## src/logic/net_cfg_pkg.sv

```systemverilog
package net_cfg_pkg;

	localparam int TX_BUF_W = 10;

	// Network settings as seen by the packet engines
	typedef struct packed {
		logic [31:0]         my_ip;
		logic [47:0]         my_mac;
		logic [31:0]         dst_ip;
		logic [47:0]         dst_mac;
		logic [31:0]         rx_addr_offset;
		logic [31:0]         tx_addr_offset;
		logic [TX_BUF_W-1:0] tx_buf_size;
	} net_cfg_t;

	// Word index inside the config bank
	typedef enum logic [3:0] {
		CFG_MY_IP       = 4'd0,
		CFG_MY_MAC_LO   = 4'd1,
		CFG_MY_MAC_HI   = 4'd2, // Upper MAC half in bits 15:0
		CFG_DST_IP      = 4'd3,
		CFG_DST_MAC_LO  = 4'd4,
		CFG_DST_MAC_HI  = 4'd5,
		CFG_RX_OFFSET   = 4'd6,
		CFG_TX_OFFSET   = 4'd7,
		CFG_TX_BUF_SIZE = 4'd8
	} cfg_word_e;

	typedef struct packed {
		logic rx_enable;
		logic tx_enable;
		logic rx_addr_ready;
		logic tx_buf_rdy;
		logic tx_status_enable;
	} gpio_ctrl_t;

	////////////////////
	// Bit positions
	////////////////////

	localparam int GPIO_OUT_LED_LSB      = 16;
	localparam int GPIO_OUT_RX_ADDR_RDY  = 23;
	localparam int GPIO_IN_PKT_LOSS      = 24; // Input word only
	localparam int GPIO_OUT_TX_BUF_RDY   = 25;
	localparam int GPIO_OUT_TX_STATUS_EN = 26;

	localparam int IRQ_UART   = 2;
	localparam int IRQ_SPI    = 6;
	localparam int IRQ_ETH_RX = 8;
	localparam int IRQ_ETH_TX = 9;

endpackage

```

## src/logic/wb_bus_pkg.sv

```systemverilog
package wb_bus_pkg;

	////////////////////
	// Bus widths
	////////////////////

	localparam int WB_DW = 32; // Data width
	localparam int WB_AW = 8;  // Byte address width
	localparam int WB_SW = WB_DW / 8;

	// Master to slave request held until ack
	typedef struct packed {
		logic             cyc;
		logic             stb;
		logic             we;
		logic [WB_AW-1:0] adr;
		logic [WB_DW-1:0] dat;
		logic [WB_SW-1:0] sel;
	} wb_m2s_t;

	// Slave to master response
	typedef struct packed {
		logic             ack;
		logic [WB_DW-1:0] dat; // Valid while ack is high
	} wb_s2m_t;

	////////////////////
	// Slave map
	////////////////////

	// Picked by the top address bit
	typedef enum logic {
		SLV_CFG  = 1'b0,
		SLV_GPIO = 1'b1
	} wb_slave_e;

endpackage

```

## src/logic/gpio_port.sv

```systemverilog
`timescale 1ns/1ps

module gpio_port (
	input  logic                    GMII_GTX_CLK_int,
	input  logic                    wb_rst,
	input  wb_bus_pkg::wb_m2s_t     wb_i,
	input  logic [7:0]              sw_i,
	input  logic [5:0]              mux_i,
	input  logic                    rx_packet_loss_i,
	output wb_bus_pkg::wb_s2m_t     wb_o,
	output net_cfg_pkg::gpio_ctrl_t ctrl_o,
	output logic [6:0]              leds_o
);

	localparam int IN_W = 14;

	logic [IN_W-1:0]              in_meta;  // First sync stage
	logic [IN_W-1:0]              in_sync;
	logic [wb_bus_pkg::WB_DW-1:0] gpio_out;
	logic [wb_bus_pkg::WB_DW-1:0] in_word;
	logic                         ack_q;
	logic                         out_sel;  // Word 1 addressed

	assign out_sel = wb_i.adr[2];

	always_ff @(posedge GMII_GTX_CLK_int or posedge wb_rst) begin
		if (wb_rst) begin
			in_meta <= '0;
			in_sync <= '0;
		end else begin
			in_meta <= {mux_i, sw_i};
			in_sync <= in_meta;
		end
	end

	////////////////////
	// Bus access
	////////////////////

	always_ff @(posedge GMII_GTX_CLK_int or posedge wb_rst) begin
		if (wb_rst) begin
			ack_q    <= 1'b0;
			gpio_out <= '0;
		end else begin
			ack_q <= wb_i.cyc & wb_i.stb & ~ack_q;
			if (wb_i.cyc & wb_i.stb & wb_i.we & ~ack_q & out_sel) begin
				for (int b = 0; b < wb_bus_pkg::WB_SW; b++)
					if (wb_i.sel[b])
						gpio_out[8*b +: 8] <= wb_i.dat[8*b +: 8];
			end
		end
	end

	// Input word with status bits folded in
	always_comb begin
		in_word                                    = '0;
		in_word[IN_W-1:0]                          = in_sync;
		in_word[net_cfg_pkg::GPIO_OUT_RX_ADDR_RDY]  = ctrl_o.rx_addr_ready;
		in_word[net_cfg_pkg::GPIO_IN_PKT_LOSS]      = rx_packet_loss_i;
		in_word[net_cfg_pkg::GPIO_OUT_TX_BUF_RDY]   = ctrl_o.tx_buf_rdy;
		in_word[net_cfg_pkg::GPIO_OUT_TX_STATUS_EN] = ctrl_o.tx_status_enable;
	end

	assign wb_o.ack = ack_q;
	assign wb_o.dat = out_sel ? gpio_out : in_word;

	// Enables from the switches
	assign ctrl_o.rx_enable        = in_sync[0];
	assign ctrl_o.tx_enable        = in_sync[1];
	assign ctrl_o.rx_addr_ready    = gpio_out[net_cfg_pkg::GPIO_OUT_RX_ADDR_RDY];
	assign ctrl_o.tx_buf_rdy       = gpio_out[net_cfg_pkg::GPIO_OUT_TX_BUF_RDY];
	assign ctrl_o.tx_status_enable = gpio_out[net_cfg_pkg::GPIO_OUT_TX_STATUS_EN];

	assign leds_o = gpio_out[net_cfg_pkg::GPIO_OUT_LED_LSB +: 7];

endmodule

```

## src/logic/soc_ctrl_top.sv

```systemverilog
`timescale 1ns/1ps

module soc_ctrl_top #(
	parameter logic [15:0] STATUS_DIV = 16'd31249
) (
	input  logic                    GMII_GTX_CLK_int,
	input  logic                    wb_rst,
	input  wb_bus_pkg::wb_m2s_t     wb_i,
	input  logic [7:0]              sw_i,
	input  logic [5:0]              mux_i,
	input  logic                    uart_irq_i,
	input  logic                    spi_irq_i,
	input  logic                    eth_rx_irq_i,
	input  logic                    eth_tx_irq_i,
	input  logic                    rx_packet_loss_i,
	output wb_bus_pkg::wb_s2m_t     wb_o,
	output net_cfg_pkg::net_cfg_t   net_cfg_o,
	output net_cfg_pkg::gpio_ctrl_t ctrl_o,
	output logic [6:0]              leds_o,
	output logic                    tx_fifo_status_req_o,
	output logic [31:0]             irq_o
);

	wb_bus_pkg::wb_m2s_t     cfg_m2s, gpio_m2s;
	wb_bus_pkg::wb_s2m_t     cfg_s2m, gpio_s2m;
	net_cfg_pkg::gpio_ctrl_t gpio_ctrl;

	////////////////////
	// Bus slaves
	////////////////////

	wb_addr_decode u_decode (
		.GMII_GTX_CLK_int (GMII_GTX_CLK_int),
		.wb_rst           (wb_rst),
		.m_i              (wb_i),
		.cfg_s2m_i        (cfg_s2m),
		.gpio_s2m_i       (gpio_s2m),
		.cfg_m2s_o        (cfg_m2s),
		.gpio_m2s_o       (gpio_m2s),
		.m_o              (wb_o)
	);

	wb_config_regs u_cfg (
		.GMII_GTX_CLK_int (GMII_GTX_CLK_int),
		.wb_rst           (wb_rst),
		.wb_i             (cfg_m2s),
		.wb_o             (cfg_s2m),
		.cfg_o            (net_cfg_o)
	);

	gpio_port u_gpio (
		.GMII_GTX_CLK_int (GMII_GTX_CLK_int),
		.wb_rst           (wb_rst),
		.wb_i             (gpio_m2s),
		.sw_i             (sw_i),
		.mux_i            (mux_i),
		.rx_packet_loss_i (rx_packet_loss_i),
		.wb_o             (gpio_s2m),
		.ctrl_o           (gpio_ctrl),
		.leds_o           (leds_o)
	);

	assign ctrl_o = gpio_ctrl;

	status_req_timer #(
		.STATUS_DIV (STATUS_DIV)
	) u_status (
		.GMII_GTX_CLK_int (GMII_GTX_CLK_int),
		.wb_rst           (wb_rst),
		.enable_i         (gpio_ctrl.tx_status_enable),
		.status_req_o     (tx_fifo_status_req_o)
	);

	// Interrupt vector with unused lines tied low
	always_comb begin
		irq_o                          = '0;
		irq_o[net_cfg_pkg::IRQ_UART]   = uart_irq_i;
		irq_o[net_cfg_pkg::IRQ_SPI]    = spi_irq_i;
		irq_o[net_cfg_pkg::IRQ_ETH_RX] = eth_rx_irq_i;
		irq_o[net_cfg_pkg::IRQ_ETH_TX] = eth_tx_irq_i;
	end

endmodule

```

## src/logic/status_req_timer.sv

```systemverilog
`timescale 1ns/1ps

module status_req_timer #(
	parameter logic [15:0] STATUS_DIV = 16'd31249
) (
	input  logic GMII_GTX_CLK_int,
	input  logic wb_rst,
	input  logic enable_i,
	output logic status_req_o
);

	logic [15:0] div_cnt;

	// Toggle period is STATUS_DIV+1 cycles
	always_ff @(posedge GMII_GTX_CLK_int or posedge wb_rst) begin
		if (wb_rst) begin
			div_cnt      <= '0;
			status_req_o <= 1'b0;
		end else if (enable_i) begin
			if (div_cnt == STATUS_DIV) begin
				status_req_o <= ~status_req_o;
				div_cnt      <= '0;
			end else begin
				div_cnt <= div_cnt + 16'd1;
			end
		end else begin
			// Idle with the line parked low
			div_cnt      <= '0;
			status_req_o <= 1'b0;
		end
	end

endmodule

```

## src/logic/wb_addr_decode.sv

```systemverilog
`timescale 1ns/1ps

module wb_addr_decode (
	input  logic                GMII_GTX_CLK_int,
	input  logic                wb_rst,
	input  wb_bus_pkg::wb_m2s_t m_i,
	input  wb_bus_pkg::wb_s2m_t cfg_s2m_i,
	input  wb_bus_pkg::wb_s2m_t gpio_s2m_i,
	output wb_bus_pkg::wb_m2s_t cfg_m2s_o,
	output wb_bus_pkg::wb_m2s_t gpio_m2s_o,
	output wb_bus_pkg::wb_s2m_t m_o
);

	wb_bus_pkg::wb_slave_e slv_sel;

	// Top address bit splits the map in two halves
	assign slv_sel = wb_bus_pkg::wb_slave_e'(m_i.adr[wb_bus_pkg::WB_AW-1]);

	////////////////////
	// Request side
	////////////////////

	always_comb begin
		cfg_m2s_o  = m_i;
		gpio_m2s_o = m_i;
		// Only the addressed slave sees the strobe
		cfg_m2s_o.stb  = m_i.stb & (slv_sel == wb_bus_pkg::SLV_CFG);
		gpio_m2s_o.stb = m_i.stb & (slv_sel == wb_bus_pkg::SLV_GPIO);
	end

	////////////////////
	// Response side
	////////////////////

	// Address is held until ack so the live select names the acking slave
	always_comb begin
		case (slv_sel)
			wb_bus_pkg::SLV_GPIO: m_o = gpio_s2m_i;
			default:              m_o = cfg_s2m_i;
		endcase
	end

endmodule

```

## src/logic/wb_config_regs.sv

```systemverilog
`timescale 1ns/1ps

module wb_config_regs (
	input  logic                  GMII_GTX_CLK_int,
	input  logic                  wb_rst,
	input  wb_bus_pkg::wb_m2s_t   wb_i,
	output wb_bus_pkg::wb_s2m_t   wb_o,
	output net_cfg_pkg::net_cfg_t cfg_o
);

	localparam int IDX_W = 4;
	localparam int WORDS = 2 ** IDX_W;

	logic [wb_bus_pkg::WB_DW-1:0] cfg_words [WORDS];
	logic [IDX_W-1:0]             word_idx;
	logic                         ack_q;
	logic                         wr_en;

	assign word_idx = wb_i.adr[IDX_W+1:2]; // Word aligned
	assign wr_en    = wb_i.cyc & wb_i.stb & wb_i.we & ~ack_q;

	// Single ack per request
	always_ff @(posedge GMII_GTX_CLK_int or posedge wb_rst) begin
		if (wb_rst)
			ack_q <= 1'b0;
		else
			ack_q <= wb_i.cyc & wb_i.stb & ~ack_q;
	end

	////////////////////
	// Register bank
	////////////////////

	always_ff @(posedge GMII_GTX_CLK_int or posedge wb_rst) begin
		if (wb_rst) begin
			for (int w = 0; w < WORDS; w++)
				cfg_words[w] <= '0;
		end else if (wr_en) begin
			for (int b = 0; b < wb_bus_pkg::WB_SW; b++)
				if (wb_i.sel[b])
					cfg_words[word_idx][8*b +: 8] <= wb_i.dat[8*b +: 8];
		end
	end

	assign wb_o.ack = ack_q;
	assign wb_o.dat = cfg_words[word_idx]; // Whole word readback

	// Settings view of the bank
	assign cfg_o.my_ip          = cfg_words[net_cfg_pkg::CFG_MY_IP];
	assign cfg_o.my_mac         = {cfg_words[net_cfg_pkg::CFG_MY_MAC_HI][15:0],
		cfg_words[net_cfg_pkg::CFG_MY_MAC_LO]};
	assign cfg_o.dst_ip         = cfg_words[net_cfg_pkg::CFG_DST_IP];
	assign cfg_o.dst_mac        = {cfg_words[net_cfg_pkg::CFG_DST_MAC_HI][15:0],
		cfg_words[net_cfg_pkg::CFG_DST_MAC_LO]};
	assign cfg_o.rx_addr_offset = cfg_words[net_cfg_pkg::CFG_RX_OFFSET];
	assign cfg_o.tx_addr_offset = cfg_words[net_cfg_pkg::CFG_TX_OFFSET];
	assign cfg_o.tx_buf_size    =
		cfg_words[net_cfg_pkg::CFG_TX_BUF_SIZE][net_cfg_pkg::TX_BUF_W-1:0];

endmodule

```

## config.mk

```make
export PLATFORM = sky130hd
export DESIGN_NAME = soc_ctrl_top
export DESIGN_NICKNAME = d
export VERILOG_FILES = /design/src/logic/net_cfg_pkg.sv /design/src/logic/wb_bus_pkg.sv /design/src/logic/gpio_port.sv /design/src/logic/soc_ctrl_top.sv /design/src/logic/status_req_timer.sv /design/src/logic/wb_addr_decode.sv /design/src/logic/wb_config_regs.sv
export SDC_FILE = /design/constraint.sdc
export NUM_CORES = 1
export LEC_CHECK = 0
export ABC_CLOCK_PERIOD_IN_PS = 22600
export BUFFER_PORTS_ARGS = -buffer_cell sky130_fd_sc_hd__buf_2
export CAP_MARGIN = 20
export CORE_MARGIN = 4
export CORE_UTILIZATION = 50
export DETAILED_ROUTE_END_ITERATION = 10
export GPL_TIMING_DRIVEN = 0
export PLACE_DENSITY = 0.79
export SETUP_SLACK_MARGIN = 0.05
export SLEW_MARGIN = 25
export SYNTH_ARGS = -nofsm -noshare
export SYNTH_HDL_FRONTEND = slang
export SYNTH_HIERARCHICAL = 1
export SYNTH_SLANG_ARGS = --single-unit
```

## constraint.sdc

```tcl
create_clock -name GMII_GTX_CLK_int -period 22.6 [get_ports GMII_GTX_CLK_int]
set_clock_uncertainty 0.2 [all_clocks]
set_input_delay 5.65 -clock GMII_GTX_CLK_int [delete_from_list [all_inputs] [get_ports GMII_GTX_CLK_int]]
set_output_delay 5.65 -clock GMII_GTX_CLK_int [all_outputs]
set_load 0.03 [all_outputs]
```

==> summary.md, run 1 <==
| Metric | Value |
|---|---|
| Category of the critical setup timing path | `primary input to output pin` |
| Total routing resource utilization after global routing | `0.273` |
| Detail-routed net length per standard cell | `27.1 um` |
| Total detailed-routing wirelength | `89.1 mm` |
| Total congestion overflow | `0` |
| Total chip power | `2520 uW` |
| DRC Markers | `0` |
| Vertical extent of the die | `254 um` |
| Post-detailed-route count of antenna-violating nets | `0` |
| Final-layout fill cell count | `4589` |
| Initial Util | `0.509` |
| Sequential cell area | `0.0148 mm2` |
| R2r worst-path depth | `5` |
| Worst path arrival time | `8.46 ns` |
| Minimum setup slack among reg-to-reg paths | `20.25 ns` |
| Synth warn | `6` |
| Headroom to the max-slew limit | `0.239` |
| Initial antenna violation count | `2` |
| Result of the run | `finished, final reports clean` |
| Critical path startpoint | `wb_i[39]` |
| Hold bufs inserted after CTS | `0` |
| Cell count after synthesis | `2073` |
| Maximum number of pins on one net before global-route repair | `109` |
| I/O pin total | `380` |
| Kind of path behind the tightest hold check | `register to register` |
| Fraction of final layout cells sized beyond drive strength 1 | `0.640` |
| Cell Pwr Density | `72.1 mW/mm2` |
| Growth of design area from synthesis to finish | `15.8%` |
| Area of combinational cells with multiple inputs | `0.0121 mm2` |
| Buffers inserted during post-CTS setup optimization | `0` |
| Clock tree from TritonCTS | `done` |
| DRC marker count from the first detailed-route iteration | `1448` |
| Type of origin of the critical path | `primary input` |
| Post-Syn Area per Cell | `14.6 um2` |
| Number of H-tree branching levels | `2` |
| Fin crit share | `0.633` |
| Dpl hpwl | `62.4 mm` |
| Clock root buffer | `sky130_fd_sc_hd__clkbuf_16` |
| Vias in the first global route | `19931` |
| Req. time, crit path | `16.75 ns` |
| Post-cts resize count | `0` |
| F_max | `0.0699 GHz` |
| Startpoint of the worst hold path | `u_gpio/in_meta[7]` |
| Max cap viols | `0` |
| Post-synthesis instance area | `0.0302 mm2` |
| Worst Max-Slew Pin Slew | `1.14 ns` |
| Total number of vias | `18779` |
| First drt pass iteration count | `7` |
| Critical path peak fanout | `10` |
| Wire length of the first global-routing pass | `130 mm` |
| Area of the core | `0.0595 mm2` |
| Startpoint of the worst register-to-register path | `u_cfg/ack_q` |
| Endpoint class of the critical path | `output pin` |
| Total die area | `0.0645 mm2` |
| Final max-slew violation count | `0` |
| CTS max path bufs | `3` |
| Worst hold path endpoint | `u_gpio/in_sync[7]` |
| Reg2reg end | `u_cfg/cfg_o[117]` |
| Time the final worst path needs with I/O delays and setup | `14.31 ns` |
| Total Nets Final | `2540` |
| Clock insertion delay at the later pin of the skew report | `0.63 ns` |
| Final count of negative-setup-slack endpoints | `0` |
| Per-cell via count in the routed design | `5.71` |
| Die Span X | `254 um` |
| Count of buffers inserted at the top-level ports | `301` |
| Number of failing hold endpoints at the final stage | `0` |
| Number of diodes added for antenna fixing | `0` |
| RePlAce Congestion | `0.861` |
| IR drop worst, VDD | `61.9 uV` |
| Number of sinks on the clock net | `591` |
| Clock slew at reported path FFs | `0.06 ns` |
| Cell depth of the worst hold path | `0` |
| Total CTS buffers | `61` |
| Setup repair after global routing missed its margin | `no` |
| Final core occ | `0.589` |
| Leakage | `0.0182 uW` |
| Total number of placement rows | `89` |
-- placed cells by master, fill, tap and decap left out, drive strengths merged, types with 3 or more instances in the layout --
cell    instances
and4b           5
nor4            4
nor4b           4
and4bb          6
clkbuf        145
mux4          128
bufinv          6
xnor2          12
nand3          69
buf           732
a22oi          64
mux2          592
conb           28
nor3            8
nor2           20
xor2            3
inv             9
and2           17
nand4           5
nand2          41
dfrtp         591
clkinv         13
-- where the power goes --
group	internal, uW	leakage [uW]	switching, uW	total (uW)
combinational	155	0.00909	203	358
clock	596	0.000986	421	1020
sequential	1110	0.00807	35.3	1150
-- layer usage --
metal,up-vias,global-route usage,share of wire
met1,9869,0.351,0.39
met3,185,0.0697,0.089
li1,7907,-,-
met2,816,0.451,0.48
met5,-,0,0.000045
met4,2,0.103,0.039
-- worst max path at each step --
stage,to,slack [ns],cells past startpoint
2_1_floorplan,u_cfg/ack_q,2.42,1
5_1_grt,wb_o[1],8.19,10
4_1_cts,wb_o[17],8.29,10
6_report,wb_o[17],8.29,10
3_5_place_dp,wb_o[17],8.28,10
3_3_place_gp,u_cfg/cfg_o[126],-1.97,2
-- area by class of cell --
class	instances	area share
clock buffer	88	0.0491
tap	773	0.0276
multi-input combinational	1019	0.344
clock inverter	22	0.00854
inverter	8	0.00114
buffer	482	0.0991
timing repair buffer	307	0.0477
sequential	591	0.422
-- registers in the layout (all words and copies together), names as in the netlist --
name / cells
u_gpio/gpio_out: 32
u_status/status_req_o: 1
u_cfg/cfg_o: 234
u_gpio/in_sync: 14
u_status/div_cnt: 16
u_cfg/ack_q: 1
u_gpio/ack_q: 1
u_cfg/cfg_words: 278
u_gpio/in_meta: 14
-- through the flow --
stage | setup TNS [ns] | setup WS, ns | hold slack (ns) | area, um2 | cells
finish | 0 | 8.29 | 0.148 | 35000 | 3290
detailed placement | 0 | 8.28 | 0.136 | 33000 | 3180
CTS | 0 | 8.29 | 0.150 | 35000 | 3290
global route | 0 | 8.19 | 0.154 | 35000 | 3290
floorplan | 0 | 2.42 | 0.131 | 30300 | 2100
global placement | -985.94 | -1.97 | 0.132 | 32800 | 3174
-- worst max-delay path, cell delays in order --
cell and delay, ns:
sky130_fd_sc_hd__buf_4 0.10, sky130_fd_sc_hd__buf_6 0.15, sky130_fd_sc_hd__buf_6 0.22, sky130_fd_sc_hd__buf_2 0.38
sky130_fd_sc_hd__buf_2 0.61, sky130_fd_sc_hd__mux4_2 0.46, sky130_fd_sc_hd__a22oi_1 0.22, sky130_fd_sc_hd__nand2_1 0.18
sky130_fd_sc_hd__mux2_4 0.30, sky130_fd_sc_hd__buf_2 0.18
Note: power is estimated with default switching activity, not from simulation.
==> run 2, diff against run 1 <==
- ABC_AREA: unset -> 1
- ABC_CLOCK_PERIOD_IN_PS: 22600 -> 12800
- PLACE_DENSITY: 0.79 -> 0.82
- clock period: 22.6 -> 12.8 ns (I/O delays scaled with it)
==> run 2 against run 1 <==
  * Design area is 4.9% higher
  * Area after synthesis is 4.4% higher
  * Combinational power is 87% higher
  * Critical endpoint is now wb_o[16]
  * Routed wire length is 23% higher
  * Setup slack worse by 4.6 ns
  * Utilization is 0.32 points higher
  * Sequential share of layout area is 2.0 points lower
  * Power is 83% higher
  * Sequential power is 77% higher
==> summary.md, run 2 <==
| Metric | Value |
|---|---|
| Result of the run | `finished, final reports clean` |
| Highest-count cells in the layout ignoring fill and taps | `2106 x sky130_fd_sc_hd__nand2_1, 591 x sky130_fd_sc_hd__dfrtp_1, 418 x sky130_fd_sc_hd__o21ai_0, 369 x sky130_fd_sc_hd__buf_4, 360 x sky130_fd_sc_hd__buf_2` |
| Fin crit share | `0.713` |
| Sequential cell area | `0.0148 mm2 (unchanged)` |
| Area of combinational cells with multiple inputs | `0.0122 mm2 (+1.5%)` |
| Hold bufs inserted after CTS | `0 (unchanged)` |
| Req. time, crit path | `9.40 ns (-7.35 ns)` |
| Top cell family by delay on the critical path | `buffers and inverters` |
| Post-Syn Area per Cell | `7.63 um2 (-48%)` |
| Post-route design area | `0.0367 mm2 (+4.9%)` |
| Clock insertion delay at the later pin of the skew report | `0.64 ns (about the same)` |
| Headroom to the max-slew limit | `0.250 (+0.0115)` |
| Maximum number of pins on one net before global-route repair | `53 (-51%)` |
| Die Span X | `259 um (+2.1%)` |
| Post-cts resize count | `0 (unchanged)` |
| F_max | `0.110 GHz` |
| Final max-slew violation count | `0 (unchanged)` |
| Growth of design area from synthesis to finish | `16.4%` |
| Leakage | `0.0207 uW (+14%)` |
| Wire length of the first global-routing pass | `164 mm (+27%)` |
| Total routing resource utilization after global routing | `0.318 (+0.0448)` |
| Worst Max-Slew Pin Slew | `1.12 ns (-0.0173 ns)` |
| Time the final worst path needs with I/O delays and setup | `9.13 ns` |
| Synth warn | `6 (unchanged)` |
| Cell with the biggest individual delay on the critical path | `sky130_fd_sc_hd__buf_1` |
| Total congestion overflow | `0 (unchanged)` |
| Post-synthesis instance area | `0.0316 mm2 (+4.4%)` |
| Total die area | `0.0672 mm2 (+4.3%)` |
| Clock slew at reported path FFs | `0.06 ns (about the same)` |
| IR drop worst, VDD | `111 uV (+80%)` |
| I/O pin total | `380 (unchanged)` |
| Initial Util | `0.509 (about the same)` |
| Placed Instance Area | `0.0346 mm2 (+4.9%)` |
| Clock tree from TritonCTS | `done` |
| Most common library cell in the layout ignoring fill and taps | `sky130_fd_sc_hd__nand2_1` |
| Count of buffers inserted at the top-level ports | `301 (unchanged)` |
| Number of flip-flops in the largest register | `278 (unchanged)` |
| Number of buffer and inverter stages on the critical path | `6 (unchanged)` |
| CTS max path bufs | `3 (unchanged)` |
| Buffers inserted during post-CTS setup optimization | `0 (unchanged)` |
| Minimum hold slack | `0.144 ns (-0.00334 ns)` |
| Final count of negative-setup-slack endpoints | `0 (unchanged)` |
| Minimum setup slack among reg-to-reg paths | `10.75 ns (-9.50 ns)` |
| Endpoint class of the critical path | `output pin` |
| Total detailed-routing wirelength | `110 mm (+23%)` |
| Initial antenna violation count | `2 (unchanged)` |
| Total CTS buffers | `58 (-4.9%)` |
| Crit path top cell by count | `sky130_fd_sc_hd__nand2_1` |
| Post-detailed-route count of antenna-violating nets | `0 (unchanged)` |
| Total number of vias | `29931 (+59%)` |
| First drt pass iteration count | `7 (unchanged)` |
| Vertical extent of the die | `259 um (+2.1%)` |
| DRC marker count from the first detailed-route iteration | `4142 (+190%)` |
| Category of the critical setup timing path | `primary input to output pin` |
| Number of sinks on the clock net | `591 (unchanged)` |
| Type of origin of the critical path | `primary input` |
| Cell Pwr Density | `126 mW/mm2 (+74%)` |
| Register bank with the most flops | `u_cfg/cfg_words` |
| Final-layout fill cell count | `5356 (+17%)` |
| Dpl hpwl | `81.6 mm (+31%)` |
| Vias in the first global route | `28381 (+42%)` |
| Per-cell via count in the routed design | `5.51 (-3.5%)` |
| Setup repair after global routing missed its margin | `no` |
| Total number of placement rows | `91 (+2.2%)` |
| Fraction of final layout cells sized beyond drive strength 1 | `0.222 (-0.418)` |
| Area of the core | `0.0621 mm2 (+4.4%)` |
| Clock root buffer | `sky130_fd_sc_hd__clkbuf_16` |
| RePlAce Congestion | `1.03 (+20%)` |
| Cell count after synthesis | `4139 (+100%)` |
| Number of failing hold endpoints at the final stage | `0 (unchanged)` |
| Critical path peak fanout | `10 (unchanged)` |
| Largest incremental delay on the critical path | `0.68 ns (+0.07 ns)` |
| Kind of path behind the tightest hold check | `register to register` |
| DRC Markers | `0 (unchanged)` |
| Final core occ | `0.592 (+0.00322)` |
| Worst path arrival time | `5.73 ns (-2.73 ns)` |
| Detail-routed net length per standard cell | `20.2 um (-25%)` |
| Number of H-tree branching levels | `2 (unchanged)` |
| Crit path cell chain | `buf_4 -> inv_2 -> clkbuf_1 -> buf_1 -> nand2_1 -> nand2_1 -> nand2_1 -> nand2_1 -> inv_1 -> nand2_1 -> nand2_1 -> nand2_1 -> buf_2` |
| Total Nets Final | `4616 (+82%)` |
| Max cap viols | `0 (unchanged)` |
run 2: changes by cell type in the layout (fill, tap and decap cells not counted), sizes merged, moves of 29 or more:
cell	change
nor2	+41
mux4	-128
nand4	+29
mux2	-577
o21ai	+514
clkbuf	+34
a22oi	-64
nand3	-50
buf	+74
inv	+133
nand2	+2128
run 2: power breakdown:
group          internal, uW  total (uW)  switching [uW]
Sequential             1960        2040            79.3
Combinational           216         670             454
Clock                  1140        1900             763
run 2: final cells by class:
type,instances,area share
sequential,591,0.403
multi-input combinational,2851,0.333
buffer,581,0.112
timing repair buffer,320,0.0516
clock buffer,84,0.0472
tap,837,0.0285
inverter,143,0.0151
clock inverter,25,0.0104
antenna,1,0.0000681
run 2: final timing paths:
path | depth (start not counted) | end | from
max in group asynchronous | 7 | u_cfg/cfg_words[58] | wb_rst
hold reg to reg | 0 | u_gpio/in_sync[0] | u_gpio/in_meta[0]
min in group asynchronous | 2 | u_gpio/gpio_out[4] | wb_rst
setup / recovery | 13 | wb_o[16] | wb_i[39]
setup reg to reg | 8 | u_cfg/cfg_words[17] | u_cfg/ack_q
hold / removal | 0 | u_gpio/in_sync[0] | u_gpio/in_meta[0]
run 2: layer usage:
metal	vias to the layer above	GRT usage	part of all wire
met5	-	0	0.000064
met4	2	0.176	0.064
met3	462	0.0788	0.12
li1	13288	-	-
met1	14126	0.411	0.37
met2	2053	0.493	0.45
run 2: through the flow:
step | TNS (ns) | std cells | setup slack (ns) | power (uW)
floorplan | 0 | 4166 | 2.43 | 2500
global placement | -227.61 | 5304 | -0.524 | 2700
detailed placement | 0 | 5323 | 3.88 | 2720
CTS | 0 | 5432 | 3.85 | 4610
global route | 0 | 5432 | 3.64 | 4750
finish | 0 | 5433 | 3.67 | 4620
==> run 3, diff against run 2 <==
- ABC_CLOCK_PERIOD_IN_PS: 12800 -> 8800
- PLACE_DENSITY: 0.82 -> 0.79
- clock period: 12.8 -> 8.8 ns (I/O delays scaled with it)
==> run 3 against run 2 <==
  * Worst hold slack better by 0.0034 ns
  * First-iteration DRC count down 2.3%
  * Non-clock buffer count increased by 1
  * Sequential power increased by 46%
  * Sequential share of layout area grew 0.21 points
  * Via count shrank 1.6%
  * Utilization down 0.31 points
  * Register-to-register slack got worse by 4.0 ns
  * Global-route usage down 0.056 points
  * Clock power increased by 33%
  * Power up 40%
==> summary.md, run 3 (synthesis gave the netlist of run 2 again) <==
| Metric | Value |
|---|---|
| Result of the run | `finished, final reports clean` |
| I/O pin total | `380 (unchanged)` |
| Vias in the first global route | `28020 (-1.3%)` |
| First drt pass iteration count | `8 (+1)` |
| Clock root buffer | `sky130_fd_sc_hd__clkbuf_16` |
| Leakage | `0.0206 uW (-0.46%)` |
| Critical path startpoint | `wb_i[38]` |
| Clock tree from TritonCTS | `done` |
| CTS max path bufs | `3 (unchanged)` |
| # placed instances | `5324 (+0.019%)` |
| Top cell family by delay on the critical path | `buffers and inverters` |
| Req. time, crit path | `6.40 ns (-3.00 ns)` |
| Cell depth of the worst hold path | `0 (unchanged)` |
| Total CTS buffers | `60 (+3.4%)` |
| Hold bufs inserted after CTS | `0 (unchanged)` |
| Setup repair after global routing missed its margin | `no` |
| Area of combinational cells with multiple inputs | `0.0122 mm2 (unchanged)` |
| Per-cell via count in the routed design | `5.43 (-1.5%)` |
| Buffers inserted during post-CTS setup optimization | `0 (unchanged)` |
| Dpl hpwl | `82.1 mm (+0.59%)` |
| Number of H-tree branching levels | `2 (unchanged)` |
| Setup WS pre-CTS | `1.85 ns (-2.03 ns)` |
| Number of sinks on the clock net | `591 (unchanged)` |
| Total chip power | `6480 uW (+40%)` |
| Worst Max-Slew Pin Slew | `1.15 ns (+0.0305 ns)` |
| Cell Pwr Density | `177 mW/mm2 (+41%)` |
| Critical path peak fanout | `10 (unchanged)` |
| Total Nets Final | `4619 (+0.065%)` |
| Total congestion overflow | `0 (unchanged)` |
| Max cap viols | `0 (unchanged)` |
| Type of origin of the critical path | `primary input` |
| Post-detailed-route count of antenna-violating nets | `0 (unchanged)` |
| Clock insertion delay at the later pin of the skew report | `0.64 ns (about the same)` |
| Final critical-path setup slack | `1.64 ns (-2.04 ns)` |
| Wire length of the first global-routing pass | `164 mm (-0.32%)` |
| Total routing resource utilization after global routing | `0.317 (-0.000562)` |
| Initial antenna violation count | `2 (unchanged)` |
| Crit path cell chain | `buf_4 -> buf_2 -> buf_2 -> clkbuf_1 -> nand2_1 -> nand2_1 -> nand2_1 -> nand2_1 -> nand2_1 -> nand2_1 -> inv_1 -> nand2_1 -> nand2_1 -> nand2_1 -> buf_2` |
| R2r worst-path depth | `7 (-1)` |
| Post-route design area | `0.0365 mm2 (-0.52%)` |
| Growth of design area from synthesis to finish | `15.8%` |
| IR drop worst, VDD | `158 uV (+42%)` |
| Largest incremental delay on the critical path | `0.88 ns (+0.20 ns)` |
| Number of diodes added for antenna fixing | `0 (-1)` |
| Startpoint of the worst register-to-register path | `u_cfg/ack_q` |
| Category of the critical setup timing path | `primary input to output pin` |
| F_max | `0.140 GHz` |
| Most common library cell in the layout ignoring fill and taps | `sky130_fd_sc_hd__nand2_1` |
| Count of buffers inserted at the top-level ports | `301 (unchanged)` |
| Sequential cell area | `0.0148 mm2 (unchanged)` |
| Path length in cells of the critical path | `15 (+2)` |
| Initial Util | `0.509 (unchanged)` |
| Crit path top cell by count | `sky130_fd_sc_hd__nand2_1` |
| Headroom to the max-slew limit | `0.230 (-0.0203)` |
| Area of the core | `0.0621 mm2 (unchanged)` |
| Highest-count cells in the layout ignoring fill and taps | `2106 x sky130_fd_sc_hd__nand2_1, 591 x sky130_fd_sc_hd__dfrtp_1, 418 x sky130_fd_sc_hd__o21ai_0, 369 x sky130_fd_sc_hd__buf_4, 360 x sky130_fd_sc_hd__buf_2` |
| DRC marker count from the first detailed-route iteration | `4046 (-2.3%)` |
| Placed Instance Area | `0.0346 mm2 (about the same)` |
| Number of failing hold endpoints at the final stage | `0 (unchanged)` |
| Final count of negative-setup-slack endpoints | `0 (unchanged)` |
| Clock slew at reported path FFs | `0.06 ns (about the same)` |
| Total detailed-routing wirelength | `109 mm (-0.59%)` |
| Die Span X | `259 um (unchanged)` |
| Detail-routed net length per standard cell | `20.1 um (-0.52%)` |
| Fraction of final layout cells sized beyond drive strength 1 | `0.221 (-0.00160)` |
| Worst path arrival time | `4.76 ns (-0.97 ns)` |
| Maximum number of pins on one net before global-route repair | `34 (-36%)` |
| Register bank with the most flops | `u_cfg/cfg_words` |
| Time the final worst path needs with I/O delays and setup | `7.16 ns` |
| Fin crit share | `0.814` |
| Final max-slew violation count | `0 (unchanged)` |
| Final cell count without fillers | `5429 (-0.074%)` |
| RePlAce Congestion | `0.969 (-6.2%)` |
| Number of flip-flops in the largest register | `278 (unchanged)` |
| Post-cts resize count | `0 (unchanged)` |
| Cell with the biggest individual delay on the critical path | `sky130_fd_sc_hd__clkbuf_1` |
| Final-layout fill cell count | `5502 (+2.7%)` |
| Endpoint class of the critical path | `output pin` |
| Number of buffer and inverter stages on the critical path | `6 (unchanged)` |
| Kind of path behind the tightest hold check | `register to register` |
| Startpoint of the worst hold path | `u_gpio/in_meta[1]` |
| Vertical extent of the die | `259 um (unchanged)` |
| Total die area | `0.0672 mm2 (unchanged)` |
| DRC Markers | `0 (unchanged)` |
| Total number of placement rows | `91 (unchanged)` |
| Total number of vias | `29455 (-1.6%)` |
| Minimum hold slack | `0.148 ns (+0.00342 ns)` |
run 3: changes by cell type in the layout (fill, tap and decap cells not counted):
cell                        delta
sky130_fd_sc_hd__diode_2       -1
sky130_fd_sc_hd__clkbuf_1      +5
sky130_fd_sc_hd__clkbuf_8      +1
sky130_fd_sc_hd__clkinv_4      -1
sky130_fd_sc_hd__clkinv_2      -2
sky130_fd_sc_hd__bufinv_16     -8
sky130_fd_sc_hd__inv_6         +1
sky130_fd_sc_hd__buf_16        +1
run 3: worst paths after layout:
kind	slack [ns]	end
max	1.64	wb_o[17]
min	0.15	u_gpio/in_sync[1]
max reg2reg	6.80	u_cfg/cfg_words[197]
min reg2reg	0.15	u_gpio/in_sync[1]
max in group asynchronous	5.48	u_cfg/cfg_o[226]
min in group asynchronous	1.33	u_cfg/cfg_o[74]
run 3: metrics by stage:
stage / utilization / setup TNS (ns)
after global routing: 0.589 / 0
after global placement: 0.552 / -1821.36
after floorplan: - / -290.52
after CTS: 0.589 / 0
after detailed placement: 0.558 / 0
final: 0.589 / 0
run 3: layout make-up:
class                      instances  share of cell area
timing repair buffer             321              0.0526
buffer                           581               0.112
clock buffer                      90              0.0483
tap                              837              0.0287
inverter                         143              0.0151
sequential                       591               0.405
multi-input combinational       2851               0.335
clock inverter                    15             0.00360
run 3: report_power, final:
group	switching [uW]	internal (uW)
Sequential	114	2860
Combinational	655	314
Clock	1100	1430
Total	1870	4600
run 3: worst reg2reg max path, delay by kind of cell (launching register included):
kind / cells / cell delay (ns)
simple gates: 4 / 0.63
buf+inv: 2 / 0.42
flops: 1 / 0.41
compound gates: 1 / 0.23
run 3: per-layer routing:
layer	part of all wire	vias to the layer above	wire length [um]	track usage
met5	0.00012	-	13	0
met4	0.055	2	5960	0.153
met1	0.38	13893	41100	0.421
li1	-	13293	-	-
met3	0.12	377	12800	0.0616
met2	0.45	1890	49400	0.503
